File: src/rope_map_pkg.sv
`default_nettype none

package rope_map_pkg;

    // one flag per client, used for both request and done codes
    // bit 2 player 2, bit 1 player 1, bit 0 draw
    typedef logic [2:0] req_code_t;

    // bit positions inside req_code_t
    localparam int unsigned client_draw    = 0;
    localparam int unsigned client_player1 = 1;
    localparam int unsigned client_player2 = 2;

    // map geometry defaults, 16 rows of 32 bits
    localparam int unsigned default_addr_width = 4;
    localparam int unsigned default_data_width = 32;

endpackage

`default_nettype wire

File: src/map_ram.sv
`timescale 1ns/1ps
`default_nettype none

// single-port map memory, stands in for the block ram of the game
module map_ram #(
    parameter int ADDR_WIDTH = rope_map_pkg::default_addr_width,
    parameter int DATA_WIDTH = rope_map_pkg::default_data_width
) (
    input  wire                   clock,
    input  wire  [ADDR_WIDTH-1:0] address,
    input  wire                   write_enable,
    input  wire  [DATA_WIDTH-1:0] write_data,
    output logic [DATA_WIDTH-1:0] read_data
);

    localparam int ROW_COUNT = 1 << ADDR_WIDTH;

    logic [DATA_WIDTH-1:0] rows [ROW_COUNT];  // map contents, no initial value

    always_ff @(posedge clock) begin
        if (write_enable) begin
            rows[address] <= write_data;
        end
        read_data <= rows[address];  // read-first, old row on a write cycle
    end

endmodule

`default_nettype wire

File: src/map_arbiter.sv
`timescale 1ns/1ps
`default_nettype none

// fixed-priority access controller for the shared map memory
// priority from high to low is draw read, p1 write, p2 write, p1 read, p2 read
module map_arbiter #(
    parameter int ADDR_WIDTH = rope_map_pkg::default_addr_width,
    parameter int DATA_WIDTH = rope_map_pkg::default_data_width
) (
    input  wire                          clock,
    input  wire                          resetn,
    input  wire  rope_map_pkg::req_code_t read_req,
    input  wire  [1:0]                   write_req,      // bit 0 player 1, bit 1 player 2
    input  wire  [ADDR_WIDTH-1:0]        draw_address,
    input  wire  [ADDR_WIDTH-1:0]        player1_index,
    input  wire  [ADDR_WIDTH-1:0]        player2_index,
    input  wire  [DATA_WIDTH-1:0]        player1_write_data,
    input  wire  [DATA_WIDTH-1:0]        player2_write_data,
    output rope_map_pkg::req_code_t      read_done,
    output rope_map_pkg::req_code_t      write_done,
    output logic [ADDR_WIDTH-1:0]        ram_address,
    output logic                         ram_write_enable,
    output logic [DATA_WIDTH-1:0]        ram_write_data
);

    import rope_map_pkg::*;

    typedef enum logic [1:0] {
        st_select,   // sample requests and latch the winner
        st_access,   // memory does the access
        st_report,   // read data is out and done rises
        st_recover   // done is high while clients drop their request
    } state_t;

    state_t state;

    req_code_t grant_read;   // client served by the access in flight
    req_code_t grant_write;

    req_code_t             pick_read;
    req_code_t             pick_write;
    logic [ADDR_WIDTH-1:0] pick_address;
    logic [DATA_WIDTH-1:0] pick_data;
    logic                  pick_any;

    // priority pick that is only taken in select
    always_comb begin
        pick_read    = '0;
        pick_write   = '0;
        pick_address = draw_address;
        pick_data    = player1_write_data;
        if (read_req[client_draw]) begin
            pick_read[client_draw] = 1'b1;
        end else if (write_req[0]) begin
            pick_write[client_player1] = 1'b1;
            pick_address               = player1_index;
        end else if (write_req[1]) begin
            pick_write[client_player2] = 1'b1;
            pick_address               = player2_index;
            pick_data                  = player2_write_data;
        end else if (read_req[client_player1]) begin
            pick_read[client_player1] = 1'b1;
            pick_address              = player1_index;
        end else if (read_req[client_player2]) begin
            pick_read[client_player2] = 1'b1;
            pick_address              = player2_index;
        end
    end

    assign pick_any = |{pick_read, pick_write};

    always_ff @(posedge clock) begin
        if (!resetn) begin
            state            <= st_recover;
            grant_read       <= '0;
            grant_write      <= '0;
            ram_write_enable <= 1'b0;
            read_done        <= '0;
            write_done       <= '0;
        end else begin
            read_done  <= '0;  // done is a single-cycle pulse
            write_done <= '0;
            case (state)
                st_select: begin
                    if (pick_any) begin
                        grant_read       <= pick_read;
                        grant_write      <= pick_write;
                        ram_write_enable <= |pick_write;
                        state            <= st_access;
                    end
                end
                st_access: begin
                    ram_write_enable <= 1'b0;  // write lands on this edge
                    state            <= st_report;
                end
                st_report: begin
                    read_done  <= grant_read;
                    write_done <= grant_write;
                    state      <= st_recover;
                end
                default: begin
                    state <= st_select;
                end
            endcase
        end
    end

    // address and data hold until the next grant so read_data stays put
    always_ff @(posedge clock) begin
        if (state == st_select && pick_any) begin
            ram_address    <= pick_address;
            ram_write_data <= pick_data;
        end
    end

    // only one client is told it was served per cycle
    assert property (@(posedge clock) disable iff (!resetn)
        $onehot0({read_done, write_done}))
        else $error("map_arbiter: more than one done bit high");

    // a write strobe only follows a player write request that no draw read outranked
    assert property (@(posedge clock) disable iff (!resetn)
        ram_write_enable |-> (state == st_access) && (grant_write != '0)
            && $past((write_req != '0) && !read_req[client_draw]))
        else $error("map_arbiter: write enable without a write grant");

endmodule

`default_nettype wire

File: src/map_scanner.sv
`timescale 1ns/1ps
`default_nettype none

// draw client, sweeps the map rows in order for the display
module map_scanner #(
    parameter int ADDR_WIDTH = rope_map_pkg::default_addr_width,
    parameter int DATA_WIDTH = rope_map_pkg::default_data_width
) (
    input  wire                   clock,
    input  wire                   resetn,
    input  wire                   scan_enable,
    input  wire                   draw_done,
    input  wire  [DATA_WIDTH-1:0] read_data,
    output logic                  draw_req,
    output logic [ADDR_WIDTH-1:0] draw_address,
    output logic                  row_valid,
    output logic [ADDR_WIDTH-1:0] row_index,
    output logic [DATA_WIDTH-1:0] row_bits
);

    localparam int ROW_COUNT = 1 << ADDR_WIDTH;
    localparam logic [ADDR_WIDTH-1:0] LAST_ROW = ADDR_WIDTH'(ROW_COUNT - 1);

    logic [ADDR_WIDTH-1:0] row;         // row being requested
    logic [ADDR_WIDTH-1:0] last_index;  // last reported row, held between pulses
    logic [DATA_WIDTH-1:0] last_bits;

    always_ff @(posedge clock) begin
        if (!resetn) begin
            row      <= '0;
            draw_req <= 1'b0;
        end else if (draw_req) begin
            if (draw_done) begin
                draw_req <= 1'b0;  // one idle cycle lets a player in
                if (!scan_enable || row == LAST_ROW) begin
                    row <= '0;
                end else begin
                    row <= row + 1'b1;
                end
            end
        end else if (scan_enable) begin
            draw_req <= 1'b1;
        end else begin
            row <= '0;  // stopped, next sweep starts at the top
        end
    end

    always_ff @(posedge clock) begin
        if (draw_done) begin
            last_index <= row;
            last_bits  <= read_data;
        end
    end

    assign draw_address = row;

    // row is reported in the done cycle itself, then held
    assign row_valid = draw_done;
    assign row_index = draw_done ? row : last_index;
    assign row_bits  = draw_done ? read_data : last_bits;

    // the arbiter may only answer a request that is still up
    assert property (@(posedge clock) disable iff (!resetn)
        draw_done |-> draw_req)
        else $error("map_scanner: draw done without a draw request");

endmodule

`default_nettype wire

File: src/rope_map_top.sv
`timescale 1ns/1ps
`default_nettype none

module rope_map_top #(
    parameter int ADDR_WIDTH = rope_map_pkg::default_addr_width,
    parameter int DATA_WIDTH = rope_map_pkg::default_data_width
) (
    input  wire                   clock,
    input  wire                   resetn,
    input  wire                   scan_enable,
    input  wire                   player1_read_req,
    input  wire                   player1_write_req,
    input  wire  [ADDR_WIDTH-1:0] player1_index,
    input  wire  [DATA_WIDTH-1:0] player1_write_data,
    input  wire                   player2_read_req,
    input  wire                   player2_write_req,
    input  wire  [ADDR_WIDTH-1:0] player2_index,
    input  wire  [DATA_WIDTH-1:0] player2_write_data,
    output logic                  player1_read_done,
    output logic                  player1_write_done,
    output logic                  player2_read_done,
    output logic                  player2_write_done,
    output logic [DATA_WIDTH-1:0] read_data,
    output logic                  row_valid,
    output logic [ADDR_WIDTH-1:0] row_index,
    output logic [DATA_WIDTH-1:0] row_bits
);

    import rope_map_pkg::*;

    req_code_t             read_req;
    logic [1:0]            write_req;
    req_code_t             read_done;
    req_code_t             write_done;   // draw bit never set
    logic                  draw_req;
    logic [ADDR_WIDTH-1:0] draw_address;
    logic [ADDR_WIDTH-1:0] ram_address;
    logic                  ram_write_enable;
    logic [DATA_WIDTH-1:0] ram_write_data;

    assign read_req[client_draw]    = draw_req;
    assign read_req[client_player1] = player1_read_req;
    assign read_req[client_player2] = player2_read_req;
    assign write_req                = {player2_write_req, player1_write_req};

    assign player1_read_done  = read_done[client_player1];
    assign player2_read_done  = read_done[client_player2];
    assign player1_write_done = write_done[client_player1];
    assign player2_write_done = write_done[client_player2];

    map_scanner #(
        .ADDR_WIDTH(ADDR_WIDTH),
        .DATA_WIDTH(DATA_WIDTH)
    ) map_scanner_inst (
        .clock       (clock),
        .resetn      (resetn),
        .scan_enable (scan_enable),
        .draw_done   (read_done[client_draw]),
        .read_data   (read_data),
        .draw_req    (draw_req),
        .draw_address(draw_address),
        .row_valid   (row_valid),
        .row_index   (row_index),
        .row_bits    (row_bits)
    );

    map_arbiter #(
        .ADDR_WIDTH(ADDR_WIDTH),
        .DATA_WIDTH(DATA_WIDTH)
    ) map_arbiter_inst (
        .clock             (clock),
        .resetn            (resetn),
        .read_req          (read_req),
        .write_req         (write_req),
        .draw_address      (draw_address),
        .player1_index     (player1_index),
        .player2_index     (player2_index),
        .player1_write_data(player1_write_data),
        .player2_write_data(player2_write_data),
        .read_done         (read_done),
        .write_done        (write_done),
        .ram_address       (ram_address),
        .ram_write_enable  (ram_write_enable),
        .ram_write_data    (ram_write_data)
    );

    map_ram #(
        .ADDR_WIDTH(ADDR_WIDTH),
        .DATA_WIDTH(DATA_WIDTH)
    ) map_ram_inst (
        .clock       (clock),
        .address     (ram_address),
        .write_enable(ram_write_enable),
        .write_data  (ram_write_data),
        .read_data   (read_data)
    );

endmodule

`default_nettype wire

File: config.mk
export PLATFORM = sky130hd
export DESIGN_NAME = rope_map_top
export DESIGN_NICKNAME = d
export VERILOG_FILES = /design/src/rope_map_pkg.sv /design/src/map_ram.sv /design/src/map_arbiter.sv /design/src/map_scanner.sv /design/src/rope_map_top.sv
export SDC_FILE = /design/constraint.sdc
export NUM_CORES = 1
export LEC_CHECK = 0
export BUFFER_PORTS_ARGS = -buffer_cell sky130_fd_sc_hd__buf_4
export CAP_MARGIN = 20
export CORE_MARGIN = 4
export CORE_UTILIZATION = 38
export DETAILED_ROUTE_END_ITERATION = 10
export SYNTH_ARGS = -nofsm -noshare
export SYNTH_HDL_FRONTEND = slang
export SYNTH_SLANG_ARGS = --single-unit
File: constraint.sdc
create_clock -name clock -period 4.7 [get_ports clock]
set_input_delay 0.705 -clock clock [delete_from_list [all_inputs] [get_ports clock]]
set_output_delay 0.705 -clock clock [all_outputs]
set_load 0.005 [all_outputs]
# [After elaboration in Yosys (flattened, before gate mapping)]
# Memories as Yosys holds them, arrays and structs flattened. A register that Yosys moved wholly into a read port is not among the register bits.
# Cells that the tools add are included.
# Widths: inputs -> output; s select.
[classes] n_addsub=1 n_reduce_logical=11 n_eq_ne=6 n_mux=34
[op_table] cell="$mux 32" count=4
[op_table] cell="$mux 4" count=10
[op_table] cell="$mux 1" count=13
[op_table] cell="$mux 2" count=5
[op_table] cell="$reduce_and 2->1" count=4
[op_table] cell="$ne 2x1->1 const B" count=3
[op_table] cell="$pmux 2 s3" count=1
[op_table] cell="$reduce_or 5->1" count=1
[op_table] cell="$add 4x1->4 const B" count=1
[op_table] cell="$eq 4x4->1 const B" count=1
[op_table] cell="$eq 2x1->1 const B" count=1
[op_table] cell="$eq 2x2->1 const B" count=1
[op_table] cell="$logic_not 2->1" count=1
[op_table] cell="$pmux 1 s2" count=1
[op_table] cell="$reduce_bool 2->1" count=1
[op_table] cell="$reduce_or 2->1" count=1
[op_table] cell="$logic_and 1x1->1" count=1
[op_table] cell="$logic_not 1->1" count=1
[op_table] cell="$logic_or 1x1->1" count=1
[word_totals] mem_count=1 in_bits=79 out_inout_bits=73 word_cells=65 ramBits=512 regBits=90
[mem_list] memory="map_ram_inst.rows" words=16 width=32 read_ports=1 rd_ports_with_merged_regs=1 write_ports=1 line_no="map_ram.sv:18" text="logic [DATA_WIDTH-1:0] rows [ROW_COUNT];"

# [Logic depth before layout (Yosys ltp)]
[logic_depth] ltp_word=8 depth_mapped=6

# [Cells and area by module]
# Synthesis repeated with hierarchy kept, for this count alone.
[hier_totals] hier_cells=1086 hier_area_um2=23596.4
[modules_own_cells] module="map_ram" instances=1 cells_per_inst=840 area_per_inst_um2=19862.8
[modules_own_cells] module="map_arbiter" instances=1 cells_per_inst=144 area_per_inst_um2=2194.6
[modules_own_cells] module="map_scanner" instances=1 cells_per_inst=102 area_per_inst_um2=1539.0

# [Worst setup path before layout]
# Ideal clock, no wire load.
[synth_timing] path_type="flip-flop to flip-flop" startpoint="reg map_arbiter_inst.ram_address[0]" endpoint="mem map_ram_inst.rows[4][0] in the netlist's numbering, enable pin" path_stages_with_launch=6 synth_period_minus_slack_ns=4.886 arrival_ns=4.372 setup_slack_ns=-0.186 setup_time_ns=0.513 cell_sequence="edfxtp_1 > clkbuf_1 > buf_6 > buf_4 > nand2b_1 > nor4b_1"
[synth_lines] item="start: declaration" line_no="map_arbiter.sv:21" text="output logic [ADDR_WIDTH-1:0] ram_address,"
[synth_lines] item="start signal: assignment" line_no="map_arbiter.sv:111" text="ram_address <= pick_address;"
[synth_lines] item="end: declaration" line_no="map_ram.sv:18"
# No word-level cell before the write port.

# [Worst setup path in the final report]
[layout_timing] startpoint="reg map_arbiter_inst.read_done[0]" endpoint="out row_bits[20]"
[layout_via] elab_chain_cells=1
[layout_lines] item="start: declaration" line_no="map_arbiter.sv:19" text="output rope_map_pkg::req_code_t read_done,"
[layout_lines] item="start signal: assignment" line_no="map_arbiter.sv:97" text="read_done <= grant_read;"
[layout_lines] item="$mux 32" line_no="map_scanner.sv:60" text="assign row_bits = draw_done ? read_data : last_bits;"
[layout_lines] item="end: declaration" line_no="rope_map_top.sv:26" text="output logic [DATA_WIDTH-1:0] row_bits"
# Every way passes these cells.

==> results.md <==
* Worst reg2reg setup slack at 2210 ps
* Final Instance Area at 0.02792 mm^2
* Worst-path cell chain: buf_4 > mux2_1 > buf_4
* Die height at 256.0 um
* Simple-gate share of the synthesized area at 1.857%
* Fmax at 324.2 MHz
* DR WL met3 at 2306 um
* R2r worst-path depth at 4
* RD Place Congestion at 0.7452
* Clock tree from TritonCTS: yes
* Critical path destination: row_bits[20]
* Pleak at 9.375 nW
* Final period util at 65.63%
* Std-Cell Rows at 90
* Pwr/cell area at 449.6 mW/mm^2
* Dpl ws at 1969 ps
* H-tree lvl count at 3
* Compound-Gate Fraction of Synth Area at 3.089%
* Via density per instance at 5.264
* # diodes at 0
* Worst skew pair latency at 590 ps
* Fin. Hold Viols at 0
* Status: complete, no violations
* Dpl cell area at 0.02570 mm^2
* Top layer in use: met4
* Slew margin rel. at 33.58%
* Top cell family by delay on the critical path: flip-flops
* Critical Path Sink Type: primary output
* Initial Util at 38.58%
* Clock sink count at 634
* I/O pin cnt at 152
* Slowest library cell on the worst path: dfxtp_2
* CP dominant cell by count: buf_4
* RR Endpoint: map_ram_inst.read_data[22]
* Buf+Inv Stages, Crit Path at 2
* Layout Cells excl Fill at 2121
* Critical path launch point: map_arbiter_inst.read_done[0]
* Critical path data required time at 3990 ps
* Yosys warns at 0
* Post-Route WL at 49500 um
* First-pass GRT wire length at 75590 um
* Reg2reg start: map_arbiter_inst.ram_address[1]
* Most frequent cells in the layout: 548 x edfxtp_1, 173 x buf_4, 128 x mux4_2
* CTS clk-pin slew, worst paths at 60 ps
* Worst EP arrival at 2380 ps
* Utilization after layout at 46.09%
* Initial drt markers at 901
* Fin nets at 1370
* Commonest non-fill, non-tap cell in the layout: edfxtp_1
* Clk Tree Root Cell: clkbuf_16
* Crit start category: register
* Synth Area per Inst at 21.46 um^2
* Mux contribution to synthesized area at 15.61%
* Post-CTS Setup Bufs at 0
* Fillcell total at 5069
* Max-slew violations at 0
* Register bit total from synthesis at 634
* Final setup vio count at 0
* Tightest Pin Transition at 996.4 ps
* Minimum clock period at 3085 ps
* EDFF count, synth at 548
* Core Region at 0.06058 mm^2
* Main combinational cell family by area after synthesis: multiplexers
* Crit path largest cell delay at 830 ps
* Skew final at 13.12 ps
* Register area share after synthesis at 77.76%
* Area share of fa/ha/maj cells after synthesis at 0.2676%
* Residual DRC at 0
* Avg WL per Cell at 23.34 um
* Placed Cells incl. Taps at 1996
* Hold Crit Class: in -> reg
* Worst setup margin at 1615 ps
* Met1 WL at 21090 um
* Critical path peak fanout at 22
* Crit Path Category: reg -> out
* Total track usage at 15.13%
* First-pass iteration count of the detailed router at 5
* Post-route setup TNS at 0 ps
* Number of max-cap violations at 0
* Vias at 11166
* Worst vdd ir at 0.2438 mV
* Synth Cell Area at 0.02337 mm^2
* Initial antenna violation count at 0
* CTS buffer count at 69
* Overall die width at 256.0 um
* Predominant post-synthesis flop cell: edfxtp_1
* RSZ-0062 raised after global routing: no
* WP depth at 3
* CTS resizes at 0
* Post-Syn Instances at 1089
* Full die area at 0.06555 mm^2
* Distinct cell type count after synthesis at 42
* Fraction of layout cells with a size suffix above 1 at 32.56%
* Routed Antenna Nets at 0
* Async set or reset register ratio after synthesis at 0%
* Number of port buffers at 151
* Vias in the first global route at 12035
* Area share of xor/xnor cells in the synthesized design at 0.03747%
* Clock tree buffer depth at 3
* Post-DP HPWL at 28590 um
* Routed met2 length at 24710 um
* Area delta synth->final at 19.45%
* Overflow after GRT at 0
* Pin count of the biggest net entering global routing at 129
* Post-CTS Hold Fix Bufs at 0
* Post-synth net total at 1173
-- registers in the layout, indices dropped and copies added, names as in the netlist --
signal	cells
map_arbiter_inst.grant_read	3
map_arbiter_inst.grant_write	2
map_arbiter_inst.ram_address	4
map_arbiter_inst.ram_write_data	32
map_arbiter_inst.ram_write_enable	1
map_arbiter_inst.read_done	3
map_arbiter_inst.state	2
map_arbiter_inst.write_done	2
map_ram_inst.read_data	32
map_ram_inst.rows	512
map_scanner_inst.draw_address	4
map_scanner_inst.draw_req	1
map_scanner_inst.last_bits	32
map_scanner_inst.last_index	4
-- power by group --
| group | total (W) | internal [W] | switching [W] |
|---|---|---|---|
| logic | 0.000834 | 0.000439 | 0.000395 |
| clock network | 0.00522 | 0.00311 | 0.00211 |
| registers | 0.00649 | 0.00632 | 0.000169 |
| total | 0.0126 | 0.00988 | 0.00267 |
-- metal layers --
metal  GRT usage, %  up-vias
met1          20.18     5862
li1               -     4917
met2          25.23      294
met3          2.859       93
met5              0        -
met4          5.013        0
-- metrics by stage --
step | hold slack (ps) | total power, W
2_1_floorplan | 427.4 | 0.007021
3_3_place_gp | 440.0 | 0.007442
3_5_place_dp | 450.0 | 0.007474
4_1_cts | 338.6 | 0.01273
5_1_grt | 359.7 | 0.01306
6_report | 379.3 | 0.01255
-- synthesized netlist by cell type, types with 6 or more instances --
library cell / number / area share, %
edfxtp_1: 548 / 70
mux4_2: 128 / 12
dfxtp_1: 86 / 7.4
a22oi_1: 69 / 2.2
mux2_1: 68 / 3.3
nand2_1: 40 / 0.64
clkbuf_1: 25 / 0.40
buf_2: 14 / 0.30
nor2_1: 12 / 0.19
buf_1: 10 / 0.16
buf_6: 7 / 0.34
nor3_1: 7 / 0.15
o21ai_1: 7 / 0.15
a21oi_1: 6 / 0.13
-- layout make-up --
cell class,count,area (um^2),share of cell area [%]
multi-input cells,390,5014,17.96
inverters,7,26.28,0.09411
repair buffers,184,1519,5.440
clock inverters,38,329.1,1.179
well taps,782,978.4,3.504
clock buffers,86,1876,6.717
flip-flops and latches,634,18180,65.11
-- logic make-up (layout without fill, tap and decap cells) --
family / Yosys count / after routing
multiplexers: 196 / 196
flip-flops: 634 / 634
AND/OR/NAND/NOR: 89 / 89
XOR/XNOR: 1 / 1
adder cells (fa/ha/maj): 5 / 5
AO/OA/AOI/OAI: 99 / 99
buffers and inverters: 65 / 315
-- worst min path at each step --
stage / slack, ps / to / from / depth (start not counted)
after CTS: 340 / map_arbiter_inst.state[0] / resetn / 2
final: 380 / map_arbiter_inst.state[0] / resetn / 2
after global placement: 440 / map_scanner_inst.last_bits[21] / map_scanner_inst.last_bits[21] / 1
after detailed placement: 450 / map_scanner_inst.last_bits[30] / map_scanner_inst.last_bits[30] / 1
after floorplan: 430 / map_arbiter_inst.grant_read[1] / map_arbiter_inst.grant_read[1] / 2
after global routing: 360 / map_arbiter_inst.state[0] / resetn / 2
(Power assumes the default switching activity.)
